===== src/design/frame_defines.svh =====
`ifndef FRAME_DEFINES_SVH
`define FRAME_DEFINES_SVH

// shrunk raster with horizontal counts in pixel clocks
`define H_ACTIVE 64       // visible pixels per line
`define H_SYNC_START 72   // first hsync cycle
`define H_SYNC_END 80     // first cycle after hsync
`define H_TOTAL 96        // cycles per line

// vertical in lines
`define V_ACTIVE 8        // visible lines
`define V_SYNC_START 9    // vsync line
`define V_SYNC_END 10     // first line after vsync
`define V_TOTAL 12        // lines per frame

`define HCOUNT_BITS 7
`define VCOUNT_BITS 4

// frame store layout with two blocks per visible line
`define PIXEL_BITS 16      // top nibble unused
`define BLOCK_PIXELS 32
`define BLOCK_BITS 512     // BLOCK_PIXELS * PIXEL_BITS
`define BLOCK_ADDR_BITS 4  // 16 blocks

// test pattern with exclusive bounds
`define BAND_TOP 4
`define BAND_BOTTOM 7
`define BOX_LEFT 20
`define BOX_RIGHT 30
`define BOX_TOP 1
`define BOX_BOTTOM 6
`define COLOR_BAND 16'h0f0f  // magenta
`define COLOR_BOX 16'h000f   // blue
`define COLOR_BACK 16'h0ff0  // red f green f blue 0 after unpack

`endif


===== src/design/frame_pkg.sv =====
`include "frame_defines.svh"

package frame_pkg;

  // rgb decode of a stored word, pad nibble on top
  typedef struct packed {
    logic [3:0] pad;
    logic [3:0] red;
    logic [3:0] green;
    logic [3:0] blue;
  } pixel_rgb_t;

  // writer fills raw, scanout pulls rgb
  typedef union packed {
    logic [`PIXEL_BITS-1:0] raw;
    pixel_rgb_t rgb;
  } pixel_word_u;

  // pixel 0 in the low bits
  typedef pixel_word_u [`BLOCK_PIXELS-1:0] block_t;

  typedef struct packed {
    logic strobe;                       // one cycle pulse
    logic [`BLOCK_ADDR_BITS-1:0] addr;  // line * 2 + block in line
    block_t data;
  } block_write_t;

  typedef struct packed {
    logic strobe;
    logic [`BLOCK_ADDR_BITS-1:0] addr;
  } block_read_req_t;

  // syncs active high in here, inverted at the pins
  typedef struct packed {
    logic [`HCOUNT_BITS-1:0] hcount;
    logic [`VCOUNT_BITS-1:0] vcount;
    logic hsync;
    logic vsync;
    logic blank;
  } raster_t;

endpackage


===== src/design/pattern_writer.sv =====
`timescale 1ns/1ps
`include "frame_defines.svh"

module pattern_writer (
  input  logic                     pix_clk,
  input  logic                     sys_rst,
  output frame_pkg::block_write_t  wr
);

  logic [`HCOUNT_BITS-1:0] x;  // column in visible area
  logic [`VCOUNT_BITS-1:0] y;  // row
  logic [$clog2(`BLOCK_PIXELS)-1:0] slot;  // position inside current block
  logic last;                               // pixel 31 of a block
  frame_pkg::pixel_word_u pix;
  frame_pkg::pixel_word_u [`BLOCK_PIXELS-2:0] collect;  // pixels 0..30
  logic [`BLOCK_ADDR_BITS-1:0] base_addr;               // latched at pixel 0

  assign slot = x[$clog2(`BLOCK_PIXELS)-1:0];
  assign last = (slot == `BLOCK_PIXELS - 1);

  // pattern rule, band beats box
  always_comb begin
    if ((y > `BAND_TOP) && (y < `BAND_BOTTOM)) begin
      pix.raw = `COLOR_BAND;
    end else if ((x > `BOX_LEFT) && (x < `BOX_RIGHT) &&
                 (y > `BOX_TOP) && (y < `BOX_BOTTOM)) begin
      pix.raw = `COLOR_BOX;
    end else begin
      pix.raw = `COLOR_BACK;
    end
  end

  // walk the visible area only, one pixel a cycle
  always_ff @(posedge pix_clk) begin
    if (sys_rst) begin
      x <= '0;
      y <= '0;
    end else if (x == `H_ACTIVE - 1) begin
      x <= '0;
      y <= (y == `V_ACTIVE - 1) ? '0 : y + 1'b1;  // full frame every 512 cycles
    end else begin
      x <= x + 1'b1;
    end
  end

  // gather block, ship it on the last pixel
  always_ff @(posedge pix_clk) begin
    if (sys_rst) begin
      wr.strobe <= 1'b0;
    end else begin
      wr.strobe <= last;  // pulses the cycle after pixel 31
    end
    if (slot == '0) begin
      base_addr <= `BLOCK_ADDR_BITS'(y * (`H_ACTIVE / `BLOCK_PIXELS) + x / `BLOCK_PIXELS);
    end
    if (!last) begin
      collect[slot] <= pix;
    end else begin
      wr.addr <= base_addr;
      wr.data <= {pix, collect};  // newest pixel on top
    end
  end

  // one block per 32 cycles, so never back to back
  a_strobe_single : assert property (@(posedge pix_clk) disable iff (sys_rst)
    wr.strobe |=> !wr.strobe);

endmodule


===== config.mk =====
export PLATFORM = sky130hd
export DESIGN_NAME = pattern_writer
export DESIGN_NICKNAME = d
export VERILOG_FILES = /design/src/design/frame_pkg.sv /design/src/design/pattern_writer.sv
export VERILOG_INCLUDE_DIRS = /design/src /design/src/design
export SDC_FILE = /design/constraint.sdc
export NUM_CORES = 1
export LEC_CHECK = 0
export BUFFER_PORTS_ARGS = -buffer_cell sky130_fd_sc_hd__buf_2
export CORE_AREA = 2 2 200 202
export CTS_BUF_LIST = sky130_fd_sc_hd__clkbuf_8 sky130_fd_sc_hd__clkbuf_16
export DETAILED_ROUTE_END_ITERATION = 16
export DIE_AREA = 0 0 202 204
export PLACE_DENSITY = 0.58
export RECOVER_POWER = 100
export REMOVE_ABC_BUFFERS = 1
export SYNTH_ARGS = -nofsm -noshare
export SYNTH_HDL_FRONTEND = slang
export SYNTH_SLANG_ARGS = --single-unit
export TNS_END_PERCENT = 1

===== constraint.sdc =====
create_clock -name pix_clk -period 14 [get_ports pix_clk]
set_input_delay 0.7 -clock pix_clk [delete_from_list [all_inputs] [get_ports pix_clk]]
set_output_delay 0.7 -clock pix_clk [all_outputs]
set_load 0.03 [all_outputs]

# Yosys cells after proc, flatten, opt, wreduce, memory -nomap -nowiden
# Index checks and enable logic that the tools add are counted.
# totals
regBits,1028
output_inout_bits,517
word_cells,95
# classes
n_addsub,3
order_cmp,8
n_eq_ne,3
muxes,6
n_reduce_logical,7
# op_table
operator,n
bitwise mux 496 bit,1
demux 16 bit (select 5 bit),1
2-to-1 mux 12 bit,2
2-to-1 mux 16 bit,1
< comparator 4 x 3 -> 1 bit (second input constant),2
adder 7 x 1 -> 7 bit (second input constant),1
== test 7 x 6 -> 1 bit (second input constant),1
> comparator 7 x 5 -> 1 bit (second input constant),1
< comparator 7 x 5 -> 1 bit (second input constant),1
< comparator 5 x 6 -> 1 bit (second input constant),1
== test 5 bit (second input constant),1
greater-or-equal comparator 5 x 1 -> 1 bit (second input constant),1
logical AND 1 bit,5
zero test 5 bit,1
adder 4 x 1 -> 4 bit (second input constant),1
adder 4 x 2 -> 4 bit,1
== test 4 x 3 -> 1 bit (second input constant),1
> comparator 4 x 1 -> 1 bit (second input constant),1
> comparator 4 x 3 -> 1 bit (second input constant),1
2-to-1 mux 4 bit,1
OR reduction 2 bit,1

# Logic depth before layout (Yosys ltp)
# logic_depth
ltp_word,7
ltp_mapped,8
mapped_depth_nobuf,5

# Worst setup path before layout
# Ideal clock, no wire load.
# synth_timing
path_kind,register to register
start,register x[2]
end,"register collect[403] (netlist name), enable pin"
setup_time_ps,269
t_arrival_ps,4112
required_ps,13731
setup_slack_ps,9619
stages_incl_launch_ff,9
path_buffers,4
period_less_slack_ps,4381
path_cell_list,dfxtp_1 -> buf_6 -> clkbuf_1 -> and3_1 -> ha_1 -> clkbuf_1 -> nand2b_1 -> clkbuf_1 -> nor3_1
# synth_via
elab_chain_len,1
# synth_lines
element,line,text
start: declaration,pattern_writer.sv:10,logic [`HCOUNT_BITS-1:0] x;
start signal: assignment,pattern_writer.sv:42,x <= x + 1'b1;
== test 5 bit,pattern_writer.sv:19,assign last = (slot == `BLOCK_PIXELS - 1);
named net last,pattern_writer.sv:13,logic last;
end signal: indexed assignment,pattern_writer.sv:57,collect[slot] <= pix;
end: declaration,pattern_writer.sv:15,frame_pkg::pixel_word_u [`BLOCK_PIXELS-2:0] collect;
# The timed path passes the listed nets, and every way through them passes these cells.
# A chain may end at the register's enable or synchronous reset.

# Worst setup path after layout
# layout_timing
start,register x[3]
end,"register collect[427] (netlist name), enable pin"
# The elaborated chain is that of the path after synthesis.

==> flow_summary.json <==
{
  "final.period_utilization_pct": 43.50,
  "switchingPower_uw": 271.7,
  "leakage_uw": 0.003456,
  "reg2reg_slack_ns": 7.91,
  "postPlaceCellArea_sq_um": 9987,
  "grt_pass1_wl_um": 26390,
  "seqPwrFrac_pct": 52.6,
  "cellPowerDensity_nw_per_um2": 127.2,
  "setup_tns_ns": 0,
  "dieArea_sq_um": 41210,
  "numCtsBuffers": 20,
  "end_kind": "flop",
  "ys_async_sr_fraction_pct": 0,
  "die_y_um": 204,
  "yosys_warnings": 0,
  "die_w_um": 202,
  "hpwl_um": 15410,
  "finClkSkew_ns": 0.01508,
  "cts_root_buf": "clkbuf_16",
  "hold_viol": 0,
  "drv_slew": 147,
  "post_cts_buffers": 0,
  "synth-edff-count": 197,
  "synth_flop_cell": "edfxtp_1",
  "path_cells": "and3_1 -> ha_1 -> clkbuf_1 -> nand2b_1 -> nor3_1",
  "arrival_ns": 6.28,
  "io_buffers": 390,
  "internal-power_uw": 1021,
  "swShare_pct": 21.01,
  "drt-wirelength-per-cell_um": 14.98,
  "io_pins": 519,
  "htreeDepth": 1,
  "antenna_cells": 0,
  "cts_tree": "built",
  "rows": 73,
  "ys_seq_elements": 209,
  "crit_required_ns": 14.19,
  "cp_max_fo": 58,
  "violations": "capacitance limit, slew limit",
  "grt_max_degree": 59,
  "viasPerCell": 3.515,
  "num_vias": 4921,
  "grt_antenna_before_repair": 0,
  "overflow": 0,
  "synth.area.mux_share_pct": 0,
  "comb_power_share_pct": 4.4,
  "grt_pass1_vias": 3771,
  "synth_compound_area_share_pct": 1.095,
  "status": "complete, but fails checks",
  "worst_slack_ns": 7.910,
  "drt_iter0_drc": 288,
  "power_frac_clock_pct": 43.0,
  "ys_types": 41,
  "gp_congestion": 0.7034,
  "yosys.area_share.adder_pct": 1.369,
  "cpPeakStageDelay_ns": 2.19,
  "critical_path_class": "flop to flop",
  "grt_setup_unrepaired": "false",
  "synth_xor_area_share_pct": 0.2613,
  "hp-class": "flop to flop",
  "vdd_drop_max_mv": 0.06550,
  "fmax_mhz": 164.2,
  "max-clock-path-buffers": 3,
  "worstSkewPairLatency_ns": 0.48,
  "cap_viol_max_count": 3,
  "num-nets-final": 874,
  "initial_core_util_pct": 25.66,
  "wirelength_um": 20970,
  "drc": 0,
  "finalSetupViolCount": 0,
  "netlist_area_sq_um": 10050,
  "grt_usage_pct": 8.794,
  "power_uw": 1293,
  "drive_gt1_share_pct": 4.229,
  "numClockSinks": 209,
  "final_cell_area_sq_um": 10170,
  "dp_slack_ns": 10.55,
  "antenna_left": 0,
  "synthCells": 748,
  "core_area_sq_um": 39180,
  "cp_slowest_cell": "clkbuf_1",
  "syn_to_final_growth_pct": 1.132,
  "fillerInstances": 4241,
  "placed_cells": 1364,
  "finalNonFillerCells": 1400,
  "setup.worst_path.start_class": "flop",
  "cts.repair.resized": 0,
  "hold_buffers": 0,
  "syn_area_per_cell_sq_um": 13.44,
  "first_pass_iters": 4,
  "tightest_slew_ns": 3.766,
  "final_common_cell": "clkbuf_1",
  "synthSimpleGateAreaFrac_pct": 3.995,
  "ys_seq_area_share_pct": 61.22,
  "clkTransAtPathRegs_ns": 0.06,
  "fin_crit_ns": 6.090,
  "slew_headroom_pct": -153.3,
  "synth_top_family_by_area": "buffers and inverters",
  "mostFrequentLayoutCells": "clkbuf_1 (390), edfxtp_1 (197), conb_1 (128)"
}
## synth_stat cells, types with 2 or more instances
| cell | n | area share (%) |
|---|---|---|
| a21boi_0 | 2 | 0.15 |
| a21oi_1 | 6 | 0.30 |
| buf_2 | 2 | 0.10 |
| buf_4 | 416 | 31 |
| buf_6 | 2 | 0.22 |
| clkbuf_1 | 5 | 0.19 |
| dfxtp_1 | 12 | 2.4 |
| edfxtp_1 | 197 | 59 |
| ha_1 | 11 | 1.4 |
| inv_1 | 8 | 0.30 |
| nand2_1 | 5 | 0.19 |
| nand2b_1 | 5 | 0.31 |
| nand3_1 | 5 | 0.25 |
| nand3b_1 | 2 | 0.15 |
| nor2_1 | 20 | 0.75 |
| nor3_1 | 17 | 0.85 |
| nor3b_1 | 3 | 0.22 |
| o21ai_0 | 3 | 0.15 |
| o31ai_1 | 2 | 0.15 |
| or3_1 | 2 | 0.12 |
| or4b_1 | 2 | 0.20 |
| xor2_1 | 2 | 0.17 |
## critical path: cells and delay by family, from the launching register on
| family | cells | cell delay [ns] |
|---|---|---|
| buf+inv | 1 | 2.19 |
| fa+ha+maj | 1 | 1.73 |
| flops | 1 | 0.81 |
| simple gates | 3 | 1.05 |
## registers in the layout, indices dropped and copies added (netlist names)
| name | count |
|---|---|
| x | 7 |
| base_addr | 4 |
| y | 4 |
| wr | 101 |
| collect | 93 |
## cell type report
| type | instances | area, sq um | share of cell area, % |
|---|---|---|---|
| Inverter | 8 | 30.03 | 0.2953 |
| Multi-Input combinational cell | 231 | 1154 | 11.34 |
| Sequential cell | 209 | 6156 | 60.54 |
| Clock buffer | 27 | 608.1 | 5.980 |
| Timing Repair Buffer | 391 | 1469 | 14.45 |
| Tap cell | 525 | 656.9 | 6.460 |
| Clock inverter | 9 | 95.09 | 0.9352 |
## metrics by stage
| step | utilization (%) | hold WS, ns |
|---|---|---|
| global placement | 25.49 | 0.4008 |
| floorplan | - | 0.4003 |
| CTS | 27.28 | 0.4138 |
| detailed placement | 25.49 | 0.4045 |
| finish | 25.95 | 0.4159 |
| global route | 25.95 | 0.4146 |
## path summary, 6_finish.rpt
path | from | end | depth (start not counted)
min reg2reg | collect[235] | wr[235] | 0
max | x[3] | collect[427] | 5
min | collect[235] | wr[235] | 0
max reg2reg | x[3] | collect[427] | 5
## cells by family after synthesis
kind of cell    count (synthesis)
compound gates                 17
xor+xnor                        3
fa+ha+maj                      11
buf+inv                       435
flops                         209
other cells                     1
simple gates                   72
## layer usage
metal | vias up | part of all wire (%) | global-route usage, %
li1 | 2197 | - | -
met1 | 2377 | 38 | 10.13
met2 | 330 | 54 | 17.02
met3 | 17 | 7.3 | 1.116
met4 | 0 | 1.2 | 2.311
met5 | - | 0 | 0
## power groups by stage
stage	sequential, uW	clock (uW)	combinational [uW]
2_1_floorplan	693	0	51.6
3_3_place_gp	694	0	55.9
3_5_place_dp	694	0	56.0
4_1_cts	681	566	56.1
5_1_grt	681	592	59.3
6_report	681	556	56.4
Power figures use the tool's default switching activity.
