===== config.mk =====
export PLATFORM = sky130hd
export DESIGN_NAME = scanout
export DESIGN_NICKNAME = d
export VERILOG_FILES = /design/src/design/frame_pkg.sv /design/src/design/scanout.sv
export VERILOG_INCLUDE_DIRS = /design/src /design/src/design
export SDC_FILE = /design/constraint.sdc
export NUM_CORES = 1
export LEC_CHECK = 0
export BUFFER_PORTS_ARGS = -buffer_cell sky130_fd_sc_hd__buf_4
export CAP_MARGIN = 15
export CORE_MARGIN = 2
export CORE_UTILIZATION = 50
export CTS_CLUSTER_DIAMETER = 150
export DETAILED_ROUTE_END_ITERATION = 7
export PLACE_DENSITY = 0.73
export SLEW_MARGIN = 20
export SYNTH_ARGS = -nofsm -noshare
export SYNTH_HDL_FRONTEND = slang
export SYNTH_SLANG_ARGS = --single-unit

===== constraint.sdc =====
create_clock -name pix_clk -period 3.2 [get_ports pix_clk]
set_input_delay 0.16 -clock pix_clk [delete_from_list [all_inputs] [get_ports pix_clk]]
set_output_delay 0.16 -clock pix_clk [all_outputs]
set_load 0.05 [all_outputs]

===== src/design/frame_defines.svh =====
`ifndef FRAME_DEFINES_SVH
`define FRAME_DEFINES_SVH

// shrunk raster with horizontal counts in pixel clocks
`define H_ACTIVE 64       // visible pixels per line
`define H_SYNC_START 72   // first hsync cycle
`define H_SYNC_END 80     // first cycle after hsync
`define H_TOTAL 96        // cycles per line

// vertical in lines
`define V_ACTIVE 8        // visible lines
`define V_SYNC_START 9    // vsync line
`define V_SYNC_END 10     // first line after vsync
`define V_TOTAL 12        // lines per frame

`define HCOUNT_BITS 7
`define VCOUNT_BITS 4

// frame store layout with two blocks per visible line
`define PIXEL_BITS 16      // top nibble unused
`define BLOCK_PIXELS 32
`define BLOCK_BITS 512     // BLOCK_PIXELS * PIXEL_BITS
`define BLOCK_ADDR_BITS 4  // 16 blocks

// test pattern with exclusive bounds
`define BAND_TOP 4
`define BAND_BOTTOM 7
`define BOX_LEFT 20
`define BOX_RIGHT 30
`define BOX_TOP 1
`define BOX_BOTTOM 6
`define COLOR_BAND 16'h0f0f  // magenta
`define COLOR_BOX 16'h000f   // blue
`define COLOR_BACK 16'h0ff0  // red f green f blue 0 after unpack

`endif


===== src/design/frame_pkg.sv =====
`include "frame_defines.svh"

package frame_pkg;

  // rgb decode of a stored word, pad nibble on top
  typedef struct packed {
    logic [3:0] pad;
    logic [3:0] red;
    logic [3:0] green;
    logic [3:0] blue;
  } pixel_rgb_t;

  // writer fills raw, scanout pulls rgb
  typedef union packed {
    logic [`PIXEL_BITS-1:0] raw;
    pixel_rgb_t rgb;
  } pixel_word_u;

  // pixel 0 in the low bits
  typedef pixel_word_u [`BLOCK_PIXELS-1:0] block_t;

  typedef struct packed {
    logic strobe;                       // one cycle pulse
    logic [`BLOCK_ADDR_BITS-1:0] addr;  // line * 2 + block in line
    block_t data;
  } block_write_t;

  typedef struct packed {
    logic strobe;
    logic [`BLOCK_ADDR_BITS-1:0] addr;
  } block_read_req_t;

  // syncs active high in here, inverted at the pins
  typedef struct packed {
    logic [`HCOUNT_BITS-1:0] hcount;
    logic [`VCOUNT_BITS-1:0] vcount;
    logic hsync;
    logic vsync;
    logic blank;
  } raster_t;

endpackage


===== src/design/scanout.sv =====
`timescale 1ns/1ps
`include "frame_defines.svh"

module scanout (
  input  logic                       pix_clk,
  input  logic                       sys_rst,
  input  frame_pkg::raster_t         raster,
  output frame_pkg::block_read_req_t rd_req,
  input  frame_pkg::block_t          rd_data,
  input  logic                       rd_valid,
  output logic [3:0]                 vga_r,
  output logic [3:0]                 vga_g,
  output logic [3:0]                 vga_b,
  output logic                       vga_hs,
  output logic                       vga_vs
);

  logic [`HCOUNT_BITS:0] ahead_h;     // hcount + 2, may run past the line
  logic [`HCOUNT_BITS-1:0] look_h;    // wrapped lookahead column
  logic [`VCOUNT_BITS-1:0] look_v;    // line of the lookahead column
  logic [$clog2(`BLOCK_PIXELS)-1:0] idx;
  logic swap;                         // block start on a visible line
  logic shadow_full;                  // shadow loaded since last swap
  frame_pkg::block_t live;            // block on screen
  frame_pkg::block_t shadow;          // next block, prefetched
  frame_pkg::pixel_word_u pix;

  // prefetch two cycles ahead: request, store turnaround, then swap
  always_comb begin
    ahead_h = {1'b0, raster.hcount} + {{(`HCOUNT_BITS - 1){1'b0}}, 2'd2};
    if (ahead_h >= `H_TOTAL) begin
      look_h = `HCOUNT_BITS'(ahead_h - `H_TOTAL);
      // block 0 of the next line, line 0 after the last one
      if (raster.vcount == `V_TOTAL - 1) begin
        look_v = '0;
      end else begin
        look_v = raster.vcount + 1'b1;
      end
    end else begin
      look_h = ahead_h[`HCOUNT_BITS-1:0];
      look_v = raster.vcount;
    end
    rd_req.strobe = (look_h[$clog2(`BLOCK_PIXELS)-1:0] == '0) &&
                    (look_h < `H_ACTIVE) && (look_v < `V_ACTIVE);
    rd_req.addr   = `BLOCK_ADDR_BITS'(look_v * (`H_ACTIVE / `BLOCK_PIXELS) +
                                      look_h / `BLOCK_PIXELS);
  end

  assign idx  = raster.hcount[$clog2(`BLOCK_PIXELS)-1:0];
  assign swap = !raster.blank && (idx == '0);

  // live only takes the new block at the swap edge, so read shadow then
  assign pix = swap ? shadow[idx] : live[idx];

  always_ff @(posedge pix_clk) begin
    if (sys_rst) begin
      live        <= '0;
      shadow      <= '0;
      shadow_full <= 1'b1;  // zero shadow stands in for the missed first fetch
    end else begin
      if (rd_valid) begin
        shadow <= rd_data;
      end
      if (swap) begin
        live <= shadow;
      end
      if (rd_valid) begin
        shadow_full <= 1'b1;
      end else if (swap) begin
        shadow_full <= 1'b0;
      end
    end
  end

  // pins, one cycle behind the raster
  always_ff @(posedge pix_clk) begin
    if (sys_rst) begin
      vga_r  <= '0;
      vga_g  <= '0;
      vga_b  <= '0;
      vga_hs <= 1'b1;  // active low
      vga_vs <= 1'b1;
    end else begin
      vga_r  <= raster.blank ? 4'h0 : pix.rgb.red;
      vga_g  <= raster.blank ? 4'h0 : pix.rgb.green;
      vga_b  <= raster.blank ? 4'h0 : pix.rgb.blue;
      vga_hs <= ~raster.hsync;
      vga_vs <= ~raster.vsync;
    end
  end

  // the store read issued two cycles earlier must have landed
  a_swap_loaded : assert property (@(posedge pix_clk) disable iff (sys_rst)
    swap |-> shadow_full);

endmodule


# Yosys cells after proc, flatten, opt, wreduce, memory -nomap -nowiden
# Cells that the tools add are included.
dict set report totals {
  word_cells 95
  regBits 1038
  inputBits 529
  output_inout_bits 19
}
dict set report op_classes {
  mux 8
  n_eq_ne 1
  addsub 4
  n_reduce_logical 7
  n_lt_le_gt_ge 4
  bitwise_logic 2
}
# op count
set ops {}
lappend ops {{$bmux 16 s5} 2}
lappend ops {{$mux 12} 3}
lappend ops {{$logic_not 5->1} 2}
lappend ops {{$add 7x2->8 const B} 1}
lappend ops {{$ge 8x7->1 const B} 1}
lappend ops {{$mux 4} 2}
lappend ops {{$lt 7x7->1 const B} 1}
lappend ops {{$mux 7} 1}
lappend ops {{$sub 7x7->7 const B} 1}
lappend ops {{$lt 5x6->1 const B} 1}
lappend ops {{$add 4x1->4 const B} 1}
lappend ops {{$add 4x2->4} 1}
lappend ops {{$eq 4x4->1 const B} 1}
lappend ops {{$lt 4x4->1 const B} 1}
lappend ops {{$logic_and 1x1->1} 3}
lappend ops {{$not 1->1} 2}
lappend ops {{$reduce_or 2->1} 1}
lappend ops {{$logic_not 1->1} 1}

# Longest topological paths before layout
# Gate-level depths: netlist (run 1).
dict set report logic_depth {
  word_depth 6
  mapped_depth 12
  depth_no_buf 11
}

# Worst setup path before layout (run 1)
# No wires, ideal clock.
dict set report synth_path {
  kind {input port to output port}
  from {in raster[8] (netlist bit)}
  to {out rd_req[4] (netlist bit)}
  t_required_ps 3040
  arrival_ps 3766
  stages 7
  setup_slack_ps -726
  path_buffers 2
  path_cell_list {buf_2 > and2_1 > buf_2 > nand2_1 > a32oi_1 > o21ai_0 > a2111oi_0}
}
# element line
set synth_rtl {}
lappend synth_rtl {{start, declared} scanout.sv:7} ;# input frame_pkg::raster_t raster,
lappend synth_rtl {{end, declared} scanout.sv:8} ;# output frame_pkg::block_read_req_t rd_req,

==> metrics.txt, run 1 <==
First DRT Iteration DRCs=between 2,000 and 2,500; top cell family by delay on the critical path=compound AO/OA/AOI/OAI gates; Remaining DRCs=0; unrepaired setup endpoints after global routing=no; synth top area cells=dfxtp_1 (51%), mux2i_1 (16%), nand2_1 (9.5%), a21oi_1 (6.7%), nor2_1 (5.0%); # IOs=between 500 and 600; Die X=approximately 250 µm; crit path max fanout=7; Cell Area, Synth=0.0305 mm²; total track usage=a little under a third; Seq/Total Area, Yosys=between 50% and 60%; VDD IR max=~0.44 mV; Ys Warns=0; CP required=around 3000 ps; cell mode on critical path=ha_1; non-filler instance count after layout=between 4,000 and 5,000; Die ar.=approximately 0.063 mm²; CP bufs+invs=2; PwrDens=535 mW/mm²; post-synthesis register bit count=around 780; Worst Setup Path Type=in -> out; CTS H-tree depth=3; CP max stage cell=a32oi_1; layout overhead on the synthesized area=35.2%; Skew-Pair Late Insertion Delay=between 600 and 700 ps; commonest non-fill, non-tap cell in the layout=dfxtp_1; Yosys top cell by area=dfxtp_1; largest net degree at the start of global routing=roughly 220; Final Slew Violations=0; most frequent cells in the layout=dfxtp_1 (782), nand2_1 (775), mux2i_1 (480), buf_4 (447), dlygate4sd3_1 (423); Final TNS setup=0 ps; WL final=roughly 100 mm; Hold/Removal Path Class=in -> reg; PortBufs=419; worst slew pin tran=just over 1000 ps; die height=about 250 µm; ys async rst share=0%; fin crit share=a little over nine tenths; Setup crit start kind=input pin; fmax=~330 MHz; row cnt=90; Post-CTS Setup Repair Bufs=0; Data arrival, critical path=2860 ps; Routability Congestion=just over 0.9; LEAKAGE=between 15 and 20 nW; CP cell instances=buf_4 > ha_1 > nor3b_1 > a22o_1 > a32oi_1 > a311oi_1 > a21o_1 > ha_1 > ha_1 > or3_1 > a211o_1 > nand2_1 > buf_4; total CTS buffers=82; Final Util=approximately 70%; Netlist cell types=between 40 and 50; Max-cap violations=0; Via density=5.44; Min Clock Period, post-route=between 3000 and 4000 ps; clk_skew=roughly 19 ps; DR pass1 iterations=5; Core Footprint=~0.060 mm²; Post-Syn Area per Cell=just over 9 µm²; Overflow after GRT=0; CTS root buffer=clkbuf_16; clk buf depth=3; CTS sink cnt=782; final setup vio count=0; Slew headroom=about a third; Initial Util=between 50% and 60%; post-synthesis cell count=approximately 3,300; Critical Path End Type=primary output; Synth Flop Type=dfxtp_1; hpwl dp=62.2 mm; initial antenna violation count=23; status=finished, final reports clean; ANT nets after route=0; Post-synth EDFFs=0; pre-CTS setup slack=245 ps; CTS tree=yes; share of post-route cells with drive strength above 1=16.5%; top-area cell type share of the netlist area=between 50% and 60%; final setup margin=181 ps; Placed Instances=approximately 4,300; Hold Violations, Final=0; first-pass GRT wire length=~150 mm; vias in the first global route=about 26,000; Final nets=approximately 4,600; Max stage delay on crit path=approximately 460 ps; post-DR wirelength/cell=20.3 µm; Syn Nets=between 3,000 and 4,000; clock slew at reported path FFs=about 60 ps; via count=approximately 27,000
kinds of logic (layout without fill, tap and decap cells):
kind of cell / count (synthesis) / after routing / share of synthesized area (%)
flops: 782 / 782 / 51.4
buf+inv: 261 / 1048 / 4.08
compound gates: 502 / 502 / 8.96
mux: 539 / 539 / 19.9
xor+xnor: 2 / 2 / 0.0575
other cells: 0 / 23 / 0
fa+ha+maj: 4 / 4 / 0.164
simple gates: 1223 / 1223 / 15.5
final timing paths:
check	from	to	slack, ps	cells after the start
setup / recovery	raster[9]	rd_req[3]	180	13
hold / removal	rd_valid	shadow[421]	40	3
setup reg to reg	live[154]	vga_r[2]	1080	5
hold reg to reg	shadow[129]	live[129]	440	2
layout make-up:
type / instances / area, µm²
repair buffers: 900 / 8180
flip-flops and latches: 782 / 15700
inverters: 2 / 7.51
multi-input cells: 2270 / 13600
clock inverters: 27 / 312
diodes: 23 / 57.6
clock buffers: 119 / 2430
fillers: 4438 / 19100
well taps: 782 / 978
repair_timing:
action                                 CTS  global route
endpoints found under the hold margin  418             0
resized for setup                        0             0
hold buffers                           423             0
registers in the layout, summed over array words and instances, names as in the netlist:
name    flops
vga_g       4
live      384
shadow    384
vga_r       4
vga_vs      1
vga_b       4
vga_hs      1
power by group:
part,leakage (nW),switching [mW],internal [mW]
logic,9.22,1.01,1.12
clock network,1.35,3.99,5.70
registers,6.38,0.185,10.0
Yosys cell counts, drive strengths merged, types with 5 or more instances:
cell / count
mux4: 53
nor2b: 6
nor2: 406
o22ai: 6
nand2: 775
and2: 5
clkbuf: 111
mux2i: 480
mux2: 6
a22oi: 32
nand3: 5
dfxtp: 782
nor3: 5
a21oi: 405
a22o: 14
buf: 148
a311oi: 9
nand2b: 7
o21ai: 23
routing by layer:
layer	wire, µm	GRT usage (%)	vias up
li1	-	-	12633
met1	40500	38.7	12766
met2	47900	51.7	998
met3	6740	5.92	253
met4	4370	13.9	12
met5	81	0	-
metrics by stage:
stage | power, mW | hold WS, ps | instance area [µm²]
finish | 22.1 | 44.5 | 41200
CTS | 22.1 | 12.9 | 41200
global route | 22.7 | 34.6 | 41200
detailed placement | 12.1 | 340 | 34200
global placement | 12.0 | 334 | 34200
floorplan | 11.3 | 234 | 30500
worst register-to-register path, cell delays in order, from the launching register on:
cell	delay, ps
dfxtp_1	330
mux4_2	500
mux2i_1	260
nor2_1	80
a311oi_1	650
a21oi_1	150
Note: power is estimated with default switching activity, not from simulation.
==> run 2: changes to the inputs <==
--- a/config.mk
+++ b/config.mk
@@ -6,13 +6,14 @@
 export SDC_FILE = /design/constraint.sdc
 export NUM_CORES = 1
 export LEC_CHECK = 0
+export ABC_AREA = 1
 export BUFFER_PORTS_ARGS = -buffer_cell sky130_fd_sc_hd__buf_4
 export CAP_MARGIN = 15
 export CORE_MARGIN = 2
 export CORE_UTILIZATION = 50
 export CTS_CLUSTER_DIAMETER = 150
 export DETAILED_ROUTE_END_ITERATION = 7
-export PLACE_DENSITY = 0.73
+export PLACE_DENSITY = 0.72
 export SLEW_MARGIN = 20
 export SYNTH_ARGS = -nofsm -noshare
 export SYNTH_HDL_FRONTEND = slang
==> run 2 against run 1 <==
Effect of this change:
- utilization fell by 1.1 points
- clock power about the same
- cell area is 0.83% higher
- worst hold slack got worse by 19 ps
- critical path type unchanged
- largest power group unchanged
==> metrics.txt, run 2 <==
LEAKAGE=between 15 and 20 nW; CP required=slightly above 3000 ps; finished layout cell area=about 0.042 mm²; Netlist cell types=25; DR pass1 iterations=6; Post-Syn Area per Cell=slightly above 7 µm²; share of post-route cells with drive strength above 1=roughly an eighth; Max stage delay on crit path=around 540 ps; first-pass GRT wire length=approximately 160 mm; Hold WS=26.0 ps; Data arrival, critical path=2820 ps; VDD IR max=0.360 mV; Remaining DRCs=0; Setup crit start kind=input pin; Skew-Pair Late Insertion Delay=620 ps; Max-cap violations=0; Register Area=~0.016 mm²; ys async rst share=0%; Placed Instances=5,299; PwrDens=548 mW/mm²; most frequent cells in the layout=nor2_1 (821), dfxtp_1 (782), o21ai_0 (706), nand2_1 (519), buf_4 (436); Syn Nets=around 4,900; Die ar.=roughly 0.065 mm²; ANT nets after route=0; post-DR wirelength/cell=17.4 µm; Overflow after GRT=0; worst slew pin tran=~1100 ps; Hold Violations, Final=0; top cells by count, synth=nor2_1 (821), dfxtp_1 (782), o21ai_0 (706); Routability Congestion=0.862; status=finished, final reports clean; synth top area cells=dfxtp_1 (50%), o21ai_0 (11%), nor2_1 (9.8%), a21oi_1 (6.4%), nand2_1 (6.2%); Ys Warns=0; Cell Area, Synth=0.0313 mm²; CTS sink cnt=just under 800; CP cell instances=dlygate4sd3_1 > buf_6 > nand2_1 > inv_1 > nand3_1 > nand2_1 > inv_1 > nand3_1 > nand2_1 > nand3_1 > o21ai_0 > ha_1 > ha_1 > inv_1 > nand2_1 > nand2_1 > buf_4; largest net degree at the start of global routing=208; top-area cell type share of the netlist area=between 40% and 50%; clk buf depth=3; Critical Path End Type=primary output; Final TNS setup=0 ps; First DRT Iteration DRCs=about 2,800; post-synthesis cell count=4,336; area of the multi-input gates=0.0125 mm²; clock slew at reported path FFs=60 ps; WL final=around 100 mm; initial antenna violation count=16; Hold/Removal Path Class=in -> reg; PortBufs=between 400 and 500; Yosys top cell by area=dfxtp_1; most numerous cell in the Yosys netlist=nor2_1; top cell family by delay on the critical path=buffers and inverters; post-synthesis register bit count=between 700 and 800; CP max stage cell=dlygate4sd3_1; cell mode on critical path=nand2_1; Post-synth EDFFs=0; # IOs=roughly 550; Slew headroom=between 20% and 30%; non-filler instance count after layout=5,879; Final nets=5,496; fmax=~340 MHz; CTS tree=yes; layout overhead on the synthesized area=32.6%; Die X=around 250 µm; Initial Util=roughly half; Worst Setup Path Type=in -> out; CTS H-tree depth=3; fin crit share=roughly 93%; crit path max fanout=17; die height=about 250 µm; total CTS buffers=84; vias in the first global route=about 29,000; hpwl dp=a little over 60 mm; Core Footprint=roughly 0.062 mm²; Seq/Total Area, Yosys=50.0%; Synth Flop Type=dfxtp_1; row cnt=91; Via density=roughly 5.2; Min Clock Period, post-route=around 3000 ps; unrepaired setup endpoints after global routing=no; total track usage=approximately 31%; CTS root buffer=clkbuf_16; dpl cell area=between 0.03 and 0.04 mm²; final setup vio count=0; CP bufs+invs=6; clk_skew=~16 ps; fill cell count=5,072; commonest non-fill, non-tap cell in the layout=nor2_1; Largest regs=live (384), shadow (384); via count=30,701; Final Slew Violations=0
## run 2: worst reg2reg max path: stages, from the launching register on
cell	delay, ps
dfxtp_1	310
o211ai_1	340
nand2_1	200
nor2_1	140
nor2_1	50
nor2_1	180
a21oi_1	110
## run 2: area by class of cell
type | count | area share [%]
Sequential cell | 782 | 37.7
Multi-Input combinational cell | 2809 | 30.1
Clock inverter | 28 | 0.852
Tap cell | 837 | 2.52
Antenna cell | 14 | 0.0843
Timing Repair Buffer | 876 | 19.0
Inverter | 410 | 3.76
Clock buffer | 123 | 6.00
## run 2: power breakdown
group | leakage (nW) | internal [mW] | total, mW | switching, mW
sequential | 6.41 | 10.1 | 10.3 | 0.199
combinational | 9.18 | 1.09 | 2.43 | 1.34
clock | 1.41 | 5.98 | 10.0 | 4.02
total | 17.0 | 17.2 | 22.8 | 5.56
## run 2: final timing paths
check	from	to	slack, ps	cells past startpoint
min	rd_valid	shadow[377]	30	3
min reg2reg	live[355]	live[355]	440	2
max	raster[11]	rd_req[3]	220	17
max reg2reg	live[65]	vga_b[1]	1760	6
## run 2: cells by family after synthesis
family                   share of synthesized area, %
AND/OR/NAND/NOR                                  20.3
AO/OA/AOI/OAI                                    19.3
adder cells (fa/ha/maj)                         0.160
buffers and inverters                            10.1
flip-flops                                       50.0
XOR/XNOR                                       0.0559
## run 2: per-stage QoR
step / worst slack [ps] / power [mW] / util (%)
final: 216 / 22.8 / 67.2
after global routing: 54.4 / 23.6 / 67.2
after CTS: 350 / 22.8 / 67.2
after detailed placement: 827 / 12.5 / 55.8
after global placement: 849 / 12.4 / 55.8
after floorplan: 1180 / 11.6 / -
## run 2: metal layers
layer | up-vias | wire, µm | GRT usage (%)
met3 | 256 | 6980 | 5.53
li1 | 15189 | - | -
met2 | 1048 | 47200 | 49.6
met4 | 14 | 4410 | 14.0
met5 | - | 98 | 0
met1 | 14194 | 43400 | 40.3
## run 2: timing repair
action / 4_1_cts / 5_1_grt
setup buffers: 0 / 0
setup endpoints to repair: 0 / 1
hold endpoints to repair: 393 / 0
resized for setup: 0 / 1
hold buffers: 415 / 0
