[src/design/frame_defines.svh]
`ifndef FRAME_DEFINES_SVH
`define FRAME_DEFINES_SVH

// shrunk raster with horizontal counts in pixel clocks
`define H_ACTIVE 64       // visible pixels per line
`define H_SYNC_START 72   // first hsync cycle
`define H_SYNC_END 80     // first cycle after hsync
`define H_TOTAL 96        // cycles per line

// vertical in lines
`define V_ACTIVE 8        // visible lines
`define V_SYNC_START 9    // vsync line
`define V_SYNC_END 10     // first line after vsync
`define V_TOTAL 12        // lines per frame

`define HCOUNT_BITS 7
`define VCOUNT_BITS 4

// frame store layout with two blocks per visible line
`define PIXEL_BITS 16      // top nibble unused
`define BLOCK_PIXELS 32
`define BLOCK_BITS 512     // BLOCK_PIXELS * PIXEL_BITS
`define BLOCK_ADDR_BITS 4  // 16 blocks

// test pattern with exclusive bounds
`define BAND_TOP 4
`define BAND_BOTTOM 7
`define BOX_LEFT 20
`define BOX_RIGHT 30
`define BOX_TOP 1
`define BOX_BOTTOM 6
`define COLOR_BAND 16'h0f0f  // magenta
`define COLOR_BOX 16'h000f   // blue
`define COLOR_BACK 16'h0ff0  // red f green f blue 0 after unpack

`endif

[src/design/frame_pkg.sv]
`include "frame_defines.svh"

package frame_pkg;

  // rgb decode of a stored word, pad nibble on top
  typedef struct packed {
    logic [3:0] pad;
    logic [3:0] red;
    logic [3:0] green;
    logic [3:0] blue;
  } pixel_rgb_t;

  // writer fills raw, scanout pulls rgb
  typedef union packed {
    logic [`PIXEL_BITS-1:0] raw;
    pixel_rgb_t rgb;
  } pixel_word_u;

  // pixel 0 in the low bits
  typedef pixel_word_u [`BLOCK_PIXELS-1:0] block_t;

  typedef struct packed {
    logic strobe;                       // one cycle pulse
    logic [`BLOCK_ADDR_BITS-1:0] addr;  // line * 2 + block in line
    block_t data;
  } block_write_t;

  typedef struct packed {
    logic strobe;
    logic [`BLOCK_ADDR_BITS-1:0] addr;
  } block_read_req_t;

  // syncs active high in here, inverted at the pins
  typedef struct packed {
    logic [`HCOUNT_BITS-1:0] hcount;
    logic [`VCOUNT_BITS-1:0] vcount;
    logic hsync;
    logic vsync;
    logic blank;
  } raster_t;

endpackage

[src/design/vga_timing.sv]
`timescale 1ns/1ps
`include "frame_defines.svh"

module vga_timing (
  input  logic                pix_clk,
  input  logic                sys_rst,
  output frame_pkg::raster_t  raster
);

  logic [`HCOUNT_BITS-1:0] h_next;
  logic [`VCOUNT_BITS-1:0] v_next;

  // next position, line then frame wrap
  always_comb begin
    if (raster.hcount == `H_TOTAL - 1) begin
      h_next = '0;
      if (raster.vcount == `V_TOTAL - 1) begin
        v_next = '0;
      end else begin
        v_next = raster.vcount + 1'b1;
      end
    end else begin
      h_next = raster.hcount + 1'b1;
      v_next = raster.vcount;
    end
  end

  // sync and blank decoded from the next position
  // so they line up with the registered counters
  always_ff @(posedge pix_clk) begin
    if (sys_rst) begin
      raster <= '0;  // (0,0) is visible, no sync
    end else begin
      raster.hcount <= h_next;
      raster.vcount <= v_next;
      raster.hsync  <= (h_next >= `H_SYNC_START) && (h_next < `H_SYNC_END);
      raster.vsync  <= (v_next >= `V_SYNC_START) && (v_next < `V_SYNC_END);
      raster.blank  <= (h_next >= `H_ACTIVE) || (v_next >= `V_ACTIVE);
    end
  end

  // scanout lookahead relies on the wrap point
  a_hcount_range : assert property (@(posedge pix_clk) disable iff (sys_rst)
    raster.hcount < `H_TOTAL);

endmodule

[config.mk]
export PLATFORM = sky130hd
export DESIGN_NAME = vga_timing
export DESIGN_NICKNAME = d
export VERILOG_FILES = /design/src/design/frame_pkg.sv /design/src/design/vga_timing.sv
export VERILOG_INCLUDE_DIRS = /design/src /design/src/design
export SDC_FILE = /design/constraint.sdc
export NUM_CORES = 1
export LEC_CHECK = 0
export ABC_AREA = 0
export BUFFER_PORTS_ARGS = -buffer_cell sky130_fd_sc_hd__buf_2
export CAP_MARGIN = 20
export CELL_PAD_IN_SITES_DETAIL_PLACEMENT = 1
export CELL_PAD_IN_SITES_GLOBAL_PLACEMENT = 2
export CORE_MARGIN = 2
export CORE_UTILIZATION = 30
export DETAILED_ROUTE_END_ITERATION = 7
export GPL_ROUTABILITY_DRIVEN = 0
export PLACE_DENSITY_LB_ADDON = 0.1
export SLEW_MARGIN = 20
export SYNTH_ARGS = -nofsm -noshare
export SYNTH_HDL_FRONTEND = slang
export SYNTH_SLANG_ARGS = --single-unit
[constraint.sdc]
create_clock -name pix_clk -period 4.2 [get_ports pix_clk]
set_input_delay 1.26 -clock pix_clk [delete_from_list [all_inputs] [get_ports pix_clk]]
set_output_delay 1.26 -clock pix_clk [all_outputs]
set_load 0.02 [all_outputs]
Word-level counts from Yosys, hierarchy flattened
Cells that the tools add are included.
W data, S select, Z words.
{"block": "word_totals", "reg_bits": 14, "wordCells": 21}
{"block": "op_classes", "add_sub_neg": 2, "n_lt_le_gt_ge": 6, "n_eq_ne": 2, "muxes": 3, "reduce_logical": 3}
{"op": "$ge A7 B7 Y1 const B", "n": 2}
{"op": "$ge A4 B4 Y1 const B", "n": 2}
{"op": "$mux W4", "n": 2}
{"op": "$add A7 B1 Y7 const B", "n": 1}
{"op": "$eq A7 B7 Y1 const B", "n": 1}
{"op": "$lt A7 B7 Y1 const B", "n": 1}
{"op": "$mux W7", "n": 1}
{"op": "$add A4 B1 Y4 const B", "n": 1}
{"op": "$eq A4 B4 Y1 const B", "n": 1}
{"op": "$lt A4 B4 Y1 const B", "n": 1}
{"op": "$logic_and A1 B1 Y1", "n": 2}
{"op": "$logic_or A1 B1 Y1", "n": 1}

Logic depth before layout (Yosys ltp)
Gate-level depths: netlist (run 1).
{"block": "depth", "word_depth": 5, "ltp_mapped": 5, "mapped_depth_nobuf": 5}

Least setup slack after synthesis (run 1)
Ideal clock, no wire load.
{"block": "synth_timing", "kind": "input-to-reg", "startpoint": "input port sys_rst", "endpoint": "register raster[2] (netlist name)", "t_arrival_ns": 1.822, "slack_ns": 2.313, "stages": 2, "n_path_buf": 0, "path_cell_list": "or4_1 nor2_1"}
{"item": "start, declared", "line": "vga_timing.sv:6", "text": "input logic sys_rst,"}
{"item": "end, declared", "line": "vga_timing.sv:7", "text": "output frame_pkg::raster_t raster"}

Worst setup path after layout (run 1)
{"block": "layout_timing", "startpoint": "register raster[11] (netlist name)", "endpoint": "output port raster[11] (netlist name)"}
No word-level cell between the ends.

==> metrics.md, run 1 <==
| Metric | Value |
|---|---|
| Post_cts resized | `0` |
| Number of hold-repair buffers added at the cts stage | `0` |
| Top fanout value on the critical path | `6` |
| Number of buffers and inverters on the critical path | `1` |
| Detailed Route Iter0 Violations | `0` |
| Effective utilization at floorplan | `0.323` |
| Worst reg-to-reg path cell count | `5` |
| Arrival time at the worst endpoint | `0.93 ns` |
| Largest stage delay on the critical path | `0.45 ns` |
| Number of flip-flops under the largest register name | `14` |
| Number of I/O port buffers | `15` |
| Final hold violations | `0` |
| Detailed placement HPWL | `1.06 mm` |
| Slew at the pin with the worst max-slew slack | `0.288 ns` |
| Leak | `0.302 nW` |
| Area growth from synthesis to final layout | `18.8%` |
| Maximum clock insertion buffer count | `2` |
| Number of failing setup endpoints in the final timing report | `0` |
| Drt total wl | `1.39 mm` |
| Distinct cell type count of the synthesized netlist | `32` |
| Crit-path cells | `buf_2` |
| Largest net degree at the start of global routing | `14` |
| Clock slew seen by the registers of the worst setup and hold paths | `0.08 ns` |
| Number of antenna violations at the first check in global routing | `0` |
| Critical register-to-register path startpoint | `raster[7]` |
| Antenna diodes | `0` |
| Count of unresolved DRC violations after routing | `0` |
| Net Count, Synth | `72` |
| End of the worst register-to-register path | `raster[1]` |
| RSZ-0062 raised after global routing | `false` |
| CTS tree | `done` |
| Top delay family on crit path | `flip-flops` |
| Hold endpoint | `raster[7]` |
| Post-Route Skew | `0.00262 ns` |
| Die ar. | `2520 um^2` |
| Clock Tree Root | `sky130_fd_sc_hd__clkbuf_4` |
| Maximum VDD drop | `0.164 mV` |
| Area leader, netlist | `sky130_fd_sc_hd__dfxtp_1` |
| Maximum operating frequency | `457 MHz` |
| DRT Pass-1 Iters | `1` |
| Overall routing resource usage | `0.125` |
| Slew Limit Fails | `0` |
| Clk sink count | `14` |
| Via-per-instance ratio | `4.92` |
| Final-layout setup total negative slack | `0 ns` |
| Core Region | `1980 um^2` |
| Syn Std Cell Area | `639 um^2` |
| CP endpoint kind | `output pin` |
| Grt total ovfl | `0` |
| Fraction of the cycle the final worst path needs | `0.522` |
| Number of instances on the worst hold path | `1` |
| Required time reported for the critical path endpoint | `2.94 ns` |
| Fraction of post-synthesis cell area in the top cell type by area | `0.438` |
| Largest registers | `raster: 14 flops` |
| Part of the Yosys area used for sequential elements | `0.438` |
| Warnings from Yosys | `0` |
| Residual antenna-violating net count after detailed routing | `0` |
| Total clock buffers created by CTS | `3` |
| Cell row count | `16` |
| First-pass GRT wire length | `2.38 mm` |
| Flip-flop and latch count after synthesis | `14` |
| Crit path max-delay cell type | `sky130_fd_sc_hd__dfxtp_1` |
| Vias | `551` |
| Critical hold path startpoint | `raster[7]` |
| Kind of start point of the critical path | `flop` |
| Share of the core filled with cells | `0.383` |
| Result of the run | `completed` |
| Number of placed I/O pins | `16` |
| H-tree levels | `1` |
| Clock latency of the later-clocked register in the worst-skew pair | `0.27 ns` |
| Die Width | `50.2 um` |
| Vias in the first global route | `516` |
| P per Cell Area | `293 nW/um^2` |
| Worst setup slack for register-to-register paths | `2.64 ns` |
| Syn avg cell area | `9.40 um^2` |
| Leading cell types by total area after synthesis | `sky130_fd_sc_hd__dfxtp_1 44%, sky130_fd_sc_hd__xnor2_1 5.5%, sky130_fd_sc_hd__a21oi_1 4.7%` |
| Worst-case hold slack | `0.486 ns` |
| Share of layout cells above drive strength 1 | `0.271` |
| Maxcap violations | `0` |
| Mean routed wirelength per cell | `12.4 um` |
| Vertical die dimension | `50.2 um` |
| Worst slew margin relative to its limit | `0.808` |
| Number of nets in the finished design | `91` |
| Kind of path behind the tightest hold check | `reg2reg` |
| Start-to-end type of the worst setup path | `reg2out` |
| Biggest register | `raster` |
| Count of buffers added by post-CTS timing repair for setup | `0` |
| Gate count after technology mapping | `68` |
| Post-layout min period | `2.19 ns` |
[routing by layer]
layer / wire length, um / up-vias / global-route usage
met1: 630 / 258 / 0.158
met2: 680 / 12 / 0.204
met4: 29 / 0 / 0.0694
met3: 53 / 5 / 0.0179
met5: 0 / - / 0
li1: - / 276 / -
[cell families after synthesis]
kind of cell / share of synthesized area
AND/OR/NAND/NOR: 0.305
flip-flops: 0.438
multiplexers: 0.0157
AO/OA/AOI/OAI: 0.110
adder cells (fa/ha/maj): 0.0391
XOR/XNOR: 0.0685
buffers and inverters: 0.0235
[through the flow]
step                worst slack, ns  power (W)  cells  area [um^2]
finish                         2.01   0.000223    112          759
global route                   1.94   0.000240    112          759
CTS                            1.99   0.000228    112          759
detailed placement             2.08   0.000153    109          737
global placement               2.09   0.000152    109          737
floorplan                      2.31   0.000149     68          639
[cell usage after synthesis]
library cell / count
sky130_fd_sc_hd__o21ai_0: 1
sky130_fd_sc_hd__buf_6: 1
sky130_fd_sc_hd__nand3_1: 1
sky130_fd_sc_hd__or3_1: 1
sky130_fd_sc_hd__a31oi_1: 1
sky130_fd_sc_hd__or4_1: 1
sky130_fd_sc_hd__xor2_1: 1
sky130_fd_sc_hd__inv_1: 1
sky130_fd_sc_hd__dfxtp_1: 14
sky130_fd_sc_hd__a32oi_1: 1
sky130_fd_sc_hd__or2_1: 1
sky130_fd_sc_hd__and2_1: 1
sky130_fd_sc_hd__nor2_1: 6
sky130_fd_sc_hd__nand2b_1: 1
sky130_fd_sc_hd__and4_4: 1
sky130_fd_sc_hd__nor2b_1: 2
sky130_fd_sc_hd__and3_1: 1
sky130_fd_sc_hd__and4b_1: 1
sky130_fd_sc_hd__nand2b_2: 1
sky130_fd_sc_hd__nor2_4: 1
sky130_fd_sc_hd__a21oi_1: 6
sky130_fd_sc_hd__a211oi_1: 1
sky130_fd_sc_hd__nand3b_1: 1
sky130_fd_sc_hd__ha_1: 2
sky130_fd_sc_hd__mux2i_1: 1
sky130_fd_sc_hd__nor3_1: 3
sky130_fd_sc_hd__nand4_1: 2
sky130_fd_sc_hd__xnor2_1: 4
sky130_fd_sc_hd__o31ai_2: 1
sky130_fd_sc_hd__and2b_1: 1
sky130_fd_sc_hd__nand2_1: 6
sky130_fd_sc_hd__nand3_2: 1
[area by class of cell]
| class | instances | area, um^2 |
|---|---|---|
| Clock buffer | 3 | 22.5 |
| Fill cell | 241 | 1220 |
| Inverter | 1 | 3.75 |
| Multi-Input combinational cell | 52 | 344 |
| Sequential cell | 14 | 280 |
| Tap cell | 27 | 33.8 |
| Timing Repair Buffer | 15 | 75.1 |
[how the worst max path moves through the flow]
stage | slack, ns | to | depth (start not counted) | from
6_report | 2.01 | raster[11] | 1 | raster[11]
5_1_grt | 1.94 | raster[3] | 1 | raster[3]
4_1_cts | 1.99 | raster[3] | 1 | raster[3]
3_5_place_dp | 2.08 | raster[2] | 3 | sys_rst
3_3_place_gp | 2.09 | raster[2] | 3 | sys_rst
2_1_floorplan | 2.31 | raster[2] | 2 | sys_rst
[power by group]
part	switching, W	total (W)	internal, W
Combinational	0.00000721	0.0000115	0.00000425
Sequential	0.00000250	0.000138	0.000135
Clock	0.0000406	0.0000738	0.0000332
Total	0.0000503	0.000223	0.000173
[layout by cell type, fill, tap and decap left out, types with 2 or more instances in the layout]
cell,netlist,final
sky130_fd_sc_hd__buf_2,0,15
sky130_fd_sc_hd__dfxtp_1,14,14
sky130_fd_sc_hd__nor2_1,6,6
sky130_fd_sc_hd__nand2_1,6,6
sky130_fd_sc_hd__a21oi_1,6,6
sky130_fd_sc_hd__xnor2_1,4,4
sky130_fd_sc_hd__nor3_1,3,3
sky130_fd_sc_hd__clkbuf_4,0,3
sky130_fd_sc_hd__nand4_1,2,2
sky130_fd_sc_hd__nor2b_1,2,2
sky130_fd_sc_hd__ha_1,2,2
Note: power is estimated with default switching activity, not from simulation.
==> run 2, diff against run 1 <==
- CORE_UTILIZATION: 30 -> 26
- clock period: 4.2 -> 2 ns (I/O delays scaled with it)
==> run 2 against run 1 <==
Final cell count rose by 0.89%. Sequential power rose by 110%. Power rose by 110%. Critical endpoint is now raster[0].
==> metrics.md, run 2 (synthesis results as in run 1) <==
| Metric | Value |
|---|---|
| Post_cts resized | `0 (unchanged)` |
| Worst setup slack for register-to-register paths | `0.44 ns (-2.20 ns)` |
| Placement-stage cell area | `738 um^2 (+0.17%)` |
| Largest net degree at the start of global routing | `14 (unchanged)` |
| Count of unresolved DRC violations after routing | `0 (unchanged)` |
| Crit. path cell count | `5 (+4)` |
| Detailed placement HPWL | `1.08 mm (+1.3%)` |
| Vias in the first global route | `529 (+2.5%)` |
| Leak | `0.302 nW (unchanged)` |
| Mean routed wirelength per cell | `12.5 um (+0.11%)` |
| First-pass GRT wire length | `2.46 mm (+3.5%)` |
| Kind of path behind the tightest hold check | `reg2reg` |
| Crit-path cells | `ha_1, nand4_1, o31ai_2, a21oi_1, or2_1` |
| Layer with the highest usage after global routing | `met1` |
| Vertical die dimension | `53.6 um (+6.8%)` |
| DRT Pass-1 Iters | `4 (+3)` |
| Clock Tree Root | `sky130_fd_sc_hd__clkbuf_4` |
| Vias | `538 (-2.4%)` |
| Worst-case hold slack | `0.495 ns (+0.00972 ns)` |
| Clk sink count | `14 (unchanged)` |
| CP endpoint kind | `flop` |
| Largest registers | `raster: 14 flops` |
| Number of placed I/O pins | `16 (unchanged)` |
| Number of nets in the finished design | `91 (unchanged)` |
| Overall routing resource usage | `0.122 (-0.00345)` |
| H-tree levels | `1 (unchanged)` |
| Start-to-end type of the worst setup path | `reg2reg` |
| Residual antenna-violating net count after detailed routing | `0 (unchanged)` |
| Worst reg-to-reg path cell count | `5 (unchanged)` |
| Grt met1 use | `0.169 (+0.0107)` |
| Crit path max-delay cell type | `sky130_fd_sc_hd__dfxtp_1` |
| Top delay family on crit path | `simple AND/OR/NAND/NOR gates` |
| Met2 GRT Util | `0.165 (-0.0393)` |
| Area of the multi-input gates | `344 um^2 (unchanged)` |
| Commonest non-fill, non-tap cell in the layout | `sky130_fd_sc_hd__buf_2` |
| Final-layout setup total negative slack | `0 ns (unchanged)` |
| Result of the run | `completed` |
| Antenna diodes | `0 (unchanged)` |
| Via-per-instance ratio | `4.76 (-3.2%)` |
| Post-Route Skew | `0.00301 ns (+0.000389 ns)` |
| P per Cell Area | `613 nW/um^2 (+110%)` |
| Final hold violations | `0 (unchanged)` |
| Core Region | `2280 um^2 (+15%)` |
| Count of buffers added by post-CTS timing repair for setup | `0 (unchanged)` |
| Clock slew seen by the registers of the worst setup and hold paths | `0.08 ns (about the same)` |
| Number of flip-flops under the largest register name | `14 (unchanged)` |
| Drt total wl | `1.41 mm (+1.0%)` |
| Sequential Area | `280 um^2 (unchanged)` |
| Required time reported for the critical path endpoint | `2.17 ns (-0.77 ns)` |
| Largest stage delay on the critical path | `0.38 ns (-0.07 ns)` |
| Top fanout value on the critical path | `4 (-2)` |
| Effective utilization at floorplan | `0.281 (-0.0417)` |
| Slew at the pin with the worst max-slew slack | `0.279 ns (-0.00944 ns)` |
| CTS tree | `done` |
| Count of non-filler cells in the finished layout | `113 (+0.89%)` |
| Arrival time at the worst endpoint | `1.73 ns (+0.80 ns)` |
| Grt total ovfl | `0 (unchanged)` |
| Slew Limit Fails | `0 (unchanged)` |
| Maxcap violations | `0 (unchanged)` |
| Detailed Route Iter0 Violations | `5 (+5)` |
| Met3 Resource Use GR | `0.0583 (+0.0405)` |
| Share of layout cells above drive strength 1 | `0.271 (unchanged)` |
| Number of I/O port buffers | `15 (unchanged)` |
| Total clock buffers created by CTS | `3 (unchanged)` |
| Number of hold-repair buffers added at the cts stage | `0 (unchanged)` |
| Fraction of the cycle the final worst path needs | `0.780` |
| Cell row count | `17 (+1)` |
| Final standard cell area without fillers | `761 um^2 (+0.16%)` |
| Area growth from synthesis to final layout | `19.0%` |
| Post-placement cell count | `110 (+0.92%)` |
| Number of buffers and inverters on the critical path | `0 (-1)` |
| Count of filler cells inserted in the layout | `277 (+15%)` |
| Maximum clock insertion buffer count | `2 (unchanged)` |
| RSZ-0062 raised after global routing | `false` |
| Number of antenna violations at the first check in global routing | `0 (unchanged)` |
| Post-layout min period | `1.56 ns` |
| Biggest register | `raster` |
| Clock latency of the later-clocked register in the worst-skew pair | `0.27 ns (about the same)` |
| Most frequent cells in the layout | `15 x sky130_fd_sc_hd__buf_2, 14 x sky130_fd_sc_hd__dfxtp_1, 6 x sky130_fd_sc_hd__nor2_1, 6 x sky130_fd_sc_hd__nand2_1, 6 x sky130_fd_sc_hd__a21oi_1` |
| Maximum VDD drop | `0.368 mV (+120%)` |
| Number of instances on the worst hold path | `1 (unchanged)` |
| Maximum operating frequency | `641 MHz` |
| Kind of start point of the critical path | `flop` |
| Die Width | `53.6 um (+6.8%)` |
| Die ar. | `2870 um^2 (+14%)` |
| Share of the core filled with cells | `0.334 (-0.0490)` |
| Number of failing setup endpoints in the final timing report | `0 (unchanged)` |
| Worst slew margin relative to its limit | `0.814 (+0.00631)` |
[run 2: final timing paths]
kind         startpoint        end
min reg2reg   raster[7]  raster[7]
max           raster[7]  raster[0]
min           raster[7]  raster[7]
max reg2reg   raster[7]  raster[0]
[run 2: per-stage QoR]
stage               power (W)  worst slack, ns
CTS                  0.000480            0.420
floorplan            0.000313            0.416
finish               0.000466            0.440
global route         0.000496            0.289
global placement     0.000322            0.460
detailed placement   0.000321            0.433
[run 2: power breakdown]
group	total, W	internal (W)	switching, W
combinational	0.0000250	0.00000912	0.0000158
sequential	0.000289	0.000284	0.00000523
clock	0.000153	0.0000697	0.0000829
[run 2: area by class of cell]
cell class              instances  share of cell area
flip-flops and latches         14               0.368
well taps                      28              0.0461
clock buffers                   3              0.0296
multi-input cells              52               0.452
inverters                       1             0.00493
repair buffers                 15              0.0987
[run 2: worst reg2reg max path, stage by stage, from the launching register on]
cell and delay (ns):
sky130_fd_sc_hd__dfxtp_1 0.38, sky130_fd_sc_hd__ha_1 0.24, sky130_fd_sc_hd__nand4_1 0.26, sky130_fd_sc_hd__o31ai_2 0.27, sky130_fd_sc_hd__a21oi_1 0.10, sky130_fd_sc_hd__or2_1 0.21
[run 2: per-layer routing]
layer  up-vias  wire length, um
li1        278                -
met1       246              698
met2        12              613
met3         2               84
met4         0               11
met5         -                0
